===== src/alu_cfg.svh =====
/*
 * ALU configuration
 * Datapath width, polar lane geometry and shift-amount width.
 */

`ifndef ALU_CFG_SVH
`define ALU_CFG_SVH

// Integer datapath width
`define ALU_XLEN 32

// Polar SIMD lanes, LANE_W * LANES must equal XLEN
`define ALU_LANE_W 8
`define ALU_LANES 4

// Operand B bits used as shift amount
`define ALU_SHAMT_W 5

`endif


===== src/alu_pkg.sv =====
/*
 * ALU package
 * Operation encoding and the SIMD word type shared by both units.
 */

`include "alu_cfg.svh"

package alu_pkg;

    // ------------------------------
    // Operation codes
    // ------------------------------
    typedef enum logic [4:0] {
        // Adder
        ADD,
        SUB,
        // Logic, plain and negated operand B
        ANDL,
        ORL,
        XORL,
        ANDN,
        ORN,
        XNOR,
        // Shifts
        SLL,
        SRL,
        SRA,
        // Set-less-than
        SLTS,
        SLTU,
        // Branch comparisons
        EQ,
        NE,
        LTS,
        LTU,
        GES,
        GEU,
        // Polar decoding lanes
        PL_F,
        PL_G,
        PL_R,
        PL_DECODE,
        PL_EVAL
    } alu_op_e;

    // ------------------------------
    // SIMD word
    // ------------------------------
    // Signed lane element, keeps its sign when selected from the array
    typedef logic signed [`ALU_LANE_W-1:0] lane_t;

    // Flat view for the integer unit, lane view for the polar unit
    typedef union packed {
        logic [`ALU_XLEN-1:0]         flat;
        lane_t [`ALU_LANES-1:0]       lane;
    } simd_word_u;

endpackage


===== src/alu_int_unit.sv =====
/*
 * Integer datapath
 * Adder, logic, shifter and set-less-than with branch resolution.
 * Returns zero for operations outside the integer class.
 */

`timescale 1ns/1ps

`include "alu_cfg.svh"

module alu_int_unit import alu_pkg::*; (
    input  alu_op_e                 op_i,
    input  simd_word_u              operand_a_i,
    input  simd_word_u              operand_b_i,
    output logic [`ALU_XLEN-1:0]    int_result_o,
    output logic                    branch_o
);

    logic [`ALU_XLEN-1:0]       op_a;
    logic [`ALU_XLEN-1:0]       op_b;

    logic                       negate_b;
    logic [`ALU_XLEN-1:0]       b_neg;
    logic [`ALU_XLEN:0]         adder_in_a;
    logic [`ALU_XLEN:0]         adder_in_b;
    logic [`ALU_XLEN:0]         adder_sum;
    logic [`ALU_XLEN-1:0]       adder_result;
    logic                       zero_flag;

    logic                       shift_left;
    logic                       shift_arith;
    logic [`ALU_SHAMT_W-1:0]    shift_amt;
    logic [`ALU_XLEN-1:0]       op_a_rev;
    logic [`ALU_XLEN-1:0]       shift_in;
    logic [`ALU_XLEN:0]         shift_in_ext;
    logic [`ALU_XLEN:0]         shift_right_res;
    logic [`ALU_XLEN-1:0]       shift_left_res;
    logic [`ALU_XLEN-1:0]       shift_res;

    logic                       cmp_signed;
    logic                       less;

    assign op_a = operand_a_i.flat;
    assign op_b = operand_b_i.flat;

    // ------------------------------
    // Adder
    // ------------------------------
    always_comb begin
        negate_b = 1'b0;
        case (op_i)
            SUB, EQ, NE, ANDN, ORN, XNOR: negate_b = 1'b1;
            default: negate_b = 1'b0;
        endcase
    end

    assign b_neg = op_b ^ {`ALU_XLEN{negate_b}};

    // Extra low bit carries the +1 of the two's complement
    assign adder_in_a   = {op_a, 1'b1};
    assign adder_in_b   = {b_neg, negate_b};
    assign adder_sum    = adder_in_a + adder_in_b;
    assign adder_result = adder_sum[`ALU_XLEN:1];
    assign zero_flag    = ~|adder_result;

    // ------------------------------
    // Shifter
    // ------------------------------
    assign shift_left  = (op_i == SLL);
    assign shift_arith = (op_i == SRA);
    assign shift_amt   = op_b[`ALU_SHAMT_W-1:0];

    // Left shift runs through the right shifter on reversed bits
    for (genvar k = 0; k < `ALU_XLEN; k++) begin : g_rev
        assign op_a_rev[k]       = op_a[`ALU_XLEN-1-k];
        assign shift_left_res[k] = shift_right_res[`ALU_XLEN-1-k];
    end

    assign shift_in        = shift_left ? op_a_rev : op_a;
    assign shift_in_ext    = {shift_arith & shift_in[`ALU_XLEN-1], shift_in};
    assign shift_right_res = $unsigned($signed(shift_in_ext) >>> shift_amt);
    assign shift_res       = shift_left ? shift_left_res : shift_right_res[`ALU_XLEN-1:0];

    // ------------------------------
    // Comparison
    // ------------------------------
    assign cmp_signed = (op_i == SLTS) || (op_i == LTS) || (op_i == GES);

    // One extra sign bit turns the unsigned case into a signed compare
    assign less = $signed({cmp_signed & op_a[`ALU_XLEN-1], op_a}) <
                  $signed({cmp_signed & op_b[`ALU_XLEN-1], op_b});

    always_comb begin
        case (op_i)
            EQ:       branch_o = zero_flag;
            NE:       branch_o = ~zero_flag;
            LTS, LTU: branch_o = less;
            GES, GEU: branch_o = ~less;
            default:  branch_o = 1'b1;
        endcase
    end

    // ------------------------------
    // Result select
    // ------------------------------
    always_comb begin
        case (op_i)
            ADD, SUB:      int_result_o = adder_result;
            ANDL, ANDN:    int_result_o = op_a & b_neg;
            ORL, ORN:      int_result_o = op_a | b_neg;
            XORL, XNOR:    int_result_o = op_a ^ b_neg;
            SLL, SRL, SRA: int_result_o = shift_res;
            SLTS, SLTU:    int_result_o = {{(`ALU_XLEN-1){1'b0}}, less};
            // Branches and polar operations
            default:       int_result_o = '0;
        endcase
    end

endmodule


===== src/alu_polar.sv =====
/*
 * ALU with polar SIMD extension
 * Merges integer and polar unit results into one registered output
 * stage with valid/ready handshakes on input and output.
 */

`timescale 1ns/1ps

`include "alu_cfg.svh"

module alu_polar import alu_pkg::*; (
    input  logic                    clk_i,
    input  logic                    reset_i,

    // Request side
    input  logic                    in_valid_i,
    output logic                    in_ready_o,
    input  alu_op_e                 op_i,
    input  logic [`ALU_XLEN-1:0]    operand_a_i,
    input  logic [`ALU_XLEN-1:0]    operand_b_i,
    input  logic [`ALU_XLEN-1:0]    imm_i,

    // Result side
    output logic                    out_valid_o,
    input  logic                    out_ready_i,
    output logic [`ALU_XLEN-1:0]    result_o,
    output logic                    branch_o
);

    simd_word_u             a_word;
    simd_word_u             b_word;
    simd_word_u             imm_word;

    logic [`ALU_XLEN-1:0]   int_result;
    logic [`ALU_XLEN-1:0]   polar_result;
    logic                   int_branch;
    logic                   accept;

    logic                   out_valid_q;
    logic [`ALU_XLEN-1:0]   result_q;
    logic                   branch_q;

    assign a_word   = simd_word_u'(operand_a_i);
    assign b_word   = simd_word_u'(operand_b_i);
    assign imm_word = simd_word_u'(imm_i);

    // ------------------------------
    // Units
    // ------------------------------
    alu_int_unit u_int (
        .op_i         (op_i),
        .operand_a_i  (a_word),
        .operand_b_i  (b_word),
        .int_result_o (int_result),
        .branch_o     (int_branch)
    );

    alu_polar_unit u_polar (
        .op_i           (op_i),
        .operand_a_i    (a_word),
        .operand_b_i    (b_word),
        .imm_i          (imm_word),
        .polar_result_o (polar_result)
    );

    // ------------------------------
    // Output stage
    // ------------------------------
    // Register frees up in the same cycle it drains
    assign in_ready_o = ~out_valid_q | out_ready_i;
    assign accept     = in_valid_i & in_ready_o;

    always_ff @(posedge clk_i) begin
        if (reset_i) begin
            out_valid_q <= 1'b0;
        end else if (in_ready_o) begin
            out_valid_q <= in_valid_i;
        end
    end

    // Each unit zeroes the other's class, so OR merges them
    always_ff @(posedge clk_i) begin
        if (accept) begin
            result_q <= int_result | polar_result;
            branch_q <= int_branch;
        end
    end

    assign out_valid_o = out_valid_q;
    assign result_o    = result_q;
    assign branch_o    = branch_q;

endmodule


===== src/alu_polar_unit.sv =====
/*
 * Polar lane array
 * Four 8-bit lanes for polar-code decoding steps, wrapping arithmetic.
 * Returns zero for non-polar operations.
 */

`timescale 1ns/1ps

`include "alu_cfg.svh"

module alu_polar_unit import alu_pkg::*; (
    input  alu_op_e                 op_i,
    input  simd_word_u              operand_a_i,
    input  simd_word_u              operand_b_i,
    input  simd_word_u              imm_i,
    output logic [`ALU_XLEN-1:0]    polar_result_o
);

    // Per-operation lane results
    lane_t [`ALU_LANES-1:0] f_res;
    lane_t [`ALU_LANES-1:0] g_res;
    lane_t [`ALU_LANES-1:0] r_res;
    lane_t [`ALU_LANES-1:0] dec_res;
    lane_t [`ALU_LANES-1:0] eval_res;

    // ------------------------------
    // Lanes
    // ------------------------------
    for (genvar i = 0; i < `ALU_LANES; i++) begin : g_lane
        lane_t                    a_l;
        lane_t                    b_l;
        lane_t                    imm_l;
        logic [`ALU_LANE_W-1:0]   abs_a;
        logic [`ALU_LANE_W-1:0]   abs_b;
        logic [`ALU_LANE_W-1:0]   min_mag;
        logic                     sign_diff;

        assign a_l   = operand_a_i.lane[i];
        assign b_l   = operand_b_i.lane[i];
        assign imm_l = imm_i.lane[i];

        // Magnitudes compared unsigned, so -128 maps to 0x80
        assign abs_a     = a_l[`ALU_LANE_W-1] ? -a_l : a_l;
        assign abs_b     = b_l[`ALU_LANE_W-1] ? -b_l : b_l;
        assign sign_diff = a_l[`ALU_LANE_W-1] ^ b_l[`ALU_LANE_W-1];

        // Min-sum check node, ties keep |a|
        assign min_mag    = (abs_a > abs_b) ? abs_b : abs_a;
        assign f_res[i]   = sign_diff ? -min_mag : min_mag;

        // Variable node, imm lane picks the partial-sum sign
        assign g_res[i]   = (imm_l == '0) ? (a_l + b_l) : (a_l - b_l);

        assign r_res[i]   = (a_l[`ALU_LANE_W-1] && (b_l != 1)) ?
                            {{(`ALU_LANE_W-1){1'b0}}, 1'b1} : '0;

        // Pass a through only on frozen (zero) b
        assign dec_res[i]  = (b_l == '0) ? a_l : '0;
        assign eval_res[i] = (a_l == 1) ? '1 : '0;
    end

    // ------------------------------
    // Operation select
    // ------------------------------
    always_comb begin
        case (op_i)
            PL_F:      polar_result_o = f_res;
            PL_G:      polar_result_o = g_res;
            PL_R:      polar_result_o = r_res;
            PL_DECODE: polar_result_o = dec_res;
            PL_EVAL:   polar_result_o = eval_res;
            default:   polar_result_o = '0;
        endcase
    end

endmodule


===== config.mk =====
export PLATFORM = sky130hd
export DESIGN_NAME = alu_polar
export DESIGN_NICKNAME = d
export VERILOG_FILES = /design/src/alu_pkg.sv /design/src/alu_int_unit.sv /design/src/alu_polar.sv /design/src/alu_polar_unit.sv
export VERILOG_INCLUDE_DIRS = /design/src /design/src/src
export SDC_FILE = /design/constraint.sdc
export NUM_CORES = 1
export LEC_CHECK = 0
export BUFFER_PORTS_ARGS = -buffer_cell sky130_fd_sc_hd__buf_4
export CORE_MARGIN = 3
export CORE_UTILIZATION = 65
export CTS_CLUSTER_DIAMETER = 100
export DETAILED_ROUTE_END_ITERATION = 8
export GPL_TIMING_DRIVEN = 0
export PLACE_DENSITY = 0.84
export SETUP_SLACK_MARGIN = 0.4
export SLEW_MARGIN = 30
export SYNTH_ARGS = -nofsm -noshare
export SYNTH_HDL_FRONTEND = slang
export SYNTH_SLANG_ARGS = --single-unit

===== constraint.sdc =====
create_clock -name clk_i -period 9.8 [get_ports clk_i]
set_input_delay 0.98 -clock clk_i [delete_from_list [all_inputs] [get_ports clk_i]]
set_output_delay 0.98 -clock clk_i [all_outputs]
set_load 0.01 [all_outputs]

==> summary.txt <==
Status
  – Failing checks: design-rule violations
  – Status: finished, violations left

Timing
  – Min cycle time layout: between 6 and 7 ns
  – Final hold violations: 0
  – Final Max Slew Viols: 0
  – WHS: about 0.56 ns
  – RSZ-0062 raised after global routing: no
  – Clk_skew: 0.0292 ns
  – Fmax: approximately 0.15 GHz
  – Setup violations, final: 0
  – Setup TNS: 0 ns
  – Slew headroom: 0.265
  – Final worst-path cycle share: 0.686
  – Worst-margin pin slew: ~1.1 ns

Route
  – ANT nets after route: 0
  – WL final: 55400 µm
  – Drt first pass iters: 9
  – Iter 0 DRT Violations: roughly 2500
  – DRC viols: 1
  – Detailed-route vias per instance: about 7.2
  – Vias after detailed routing: 15900
  – Routed len/inst: between 20 and 30 µm

Yosys
  – Synth top area share: 0.167
  – Post-synth EDFFs: 33
  – Synth area leaders: ha_1, xnor2_1, edfxtp_1
  – Async S/R FF share, synth: 0
  – Synth unique cells: roughly 90
  – Largest area contributor in the netlist: ha_1
  – Yosys reg bits: 34
  – Net count after synthesis: 2077
  – Top_reg_cell synth: edfxtp_1
  – Warnings from Yosys: 0
  – Syn Inst Count: between 1500 and 2000
  – Syn avg cell area: 7.52 µm²
  – Mapped Area: ~13000 µm²
  – Post-synthesis sequential area ratio: 0.0752

Global route
  – Initial antenna violation count: 0
  – First-pass GRT wire length: about 83000 µm
  – Largest net degree at the start of global routing: 20
  – Vias in the first global route: ~15000
  – GR Util All Layers: 0.478
  – Total grt overflow: 0

CTS
  – CTS tree: done
  – Clk Latency, worst-skew pair: around 0.32 ns
  – Htree depth: 2
  – Worst-path clk slew: approximately 0.090 ns
  – Clock sink count: 34
  – Num CTS Buffers: 5
  – Hold-fix buffers at CTS: 0
  – Clk root buf: clkbuf_16
  – Setup Buffers After CTS: 0
  – Clock Path Buffers: 2
  – Post_cts resized: 0

Finish
  – Fillers: 1510
  – Commonest non-fill, non-tap cell in the layout: ha_1
  – # nets final: about 2200
  – Synth-to-Final Area Change: 11.9%
  – Highest-count cells in the layout ignoring fill and taps: ha_1, a21oi_1, inv_1, xnor2_1, nand2_1
  – Fraction of layout cells with a size suffix above 1: 0.121

Worst setup path
  – Setup crit end kind: register
  – Critical path's top delay family: compound AO/OA/AOI/OAI gates
  – Worst path cell trace: buf_4 -> buf_4 -> and2b_1 -> a2111oi_2 -> clkbuf_1 -> xnor2_1 -> inv_1 -> ha_1 -> buf_2 -> nand4bb_1 -> a2111oi_4 -> o21ai_0 -> a31oi_1 -> a31oi_1 -> o21bai_1 -> xnor2_1 -> nand4b_1 -> or4b_1 -> o31a_1 -> nor3_1
  – Critical Path RT: slightly below 10 ns
  – Worst Setup Path Type: primary input to register
  – Crit Reg-Reg Startpoint: out_valid_o
  – CP arrival: between 6 and 7 ns
  – CP bufs+invs: 5
  – Crit Path Max Fanout: 10
  – Crit path from: op_i[3]
  – Critical-path top delay cell: clkbuf_1
  – Crit-path max cell delay: about 0.7 ns
  – Crit start category: primary input

Worst hold path
  – Worst Min Path Start: out_valid_o
  – Hold WC Path Type: register to register

Die
  – Die Y: between 100 and 150 µm
  – I/O Pins: 140
  – Num rows: around 50
  – Core area: 19900 µm²
  – Full die area: about 22000 µm²
  – Chip Width: approximately 150 µm
  – Starting Density: 0.675

Pwr
  – Worst vdd ir: approximately 0.069 mV
  – Pleak: 6.65 nW
  – PD cells: 100 nW/µm²

Place
  – GP Congestion: roughly 1.1
  – Hpwl dp: 44100 µm
  – Buffers on Ports: 135

Flow run
  – Max_cap viols: 0
[flip-flops by register name, indices dropped and copies added, names as in the netlist]
| name | flops |
|---|---|
| branch_o | 1 |
| result_o | 32 |
| out_valid_o | 1 |
[tightest hold or removal path, cell delays in order (launching register included)]
cell      delay, ns
dfxtp_1        0.31
nand2b_1       0.12
a21oi_1        0.08
[layer usage]
layer	wire length [µm]	vias to the layer above	GRT usage
met5	0	-	0
met3	8660	401	0.156
met4	4610	0	0.276
met2	22500	1424	0.716
li1	-	6854	-
met1	19700	7197	0.601
[metrics by stage]
stage	area (µm²)	utilization	total power, W	instances	worst slack (ns)
CTS	15000	0.756	0.00145	2199	3.26
global placement	14800	0.743	0.00119	2189	1.68
detailed placement	14900	0.746	0.00122	2191	2.94
finish	15100	0.756	0.00151	2200	3.08
global route	15000	0.756	0.00158	2199	2.95
floorplan	13400	-	0.000903	1789	3.79
[final timing paths]
kind | to | depth (start not counted) | slack, ns
max | branch_o | 20 | 3.08
min | out_valid_o | 2 | 0.56
max reg2reg | result_o[17] | 3 | 8.28
min reg2reg | out_valid_o | 2 | 0.56
[power by group]
group          total (W)  switching, W  internal, W  leakage [nW]
registers       0.000184    0.00000429     0.000180         0.336
clock network   0.000236     0.0000894     0.000147        0.0940
logic            0.00109      0.000675     0.000415          6.22
[cell type report]
type	instances	area, µm²	share of cell area
flip-flops and latches	34	1010	0.0672
clock inverters	3	68.8	0.00457
inverters	149	559	0.0372
well taps	265	332	0.0220
clock buffers	5	125	0.00831
diodes	1	2.50	0.000166
multi-input cells	1498	11500	0.762
repair buffers	137	1050	0.0695
plain buffers	108	437	0.0290
[cell usage after synthesis (all sizes together) (35+ instances only)]
cell,number
o21ai,101
ha,179
a21o,40
xor2,35
mux2i,89
clkbuf,84
nor2,135
inv,147
nand2,141
a21oi,160
xnor2,140
[kinds of logic after synthesis]
family,after synthesis,synth area share
fa+ha+maj,183,0.173
flops,34,0.0752
xor+xnor,175,0.114
buf+inv,257,0.0741
compound gates,544,0.269
simple gates,463,0.164
mux,133,0.132
No activity file was read; power rests on OpenSTA's default activity.
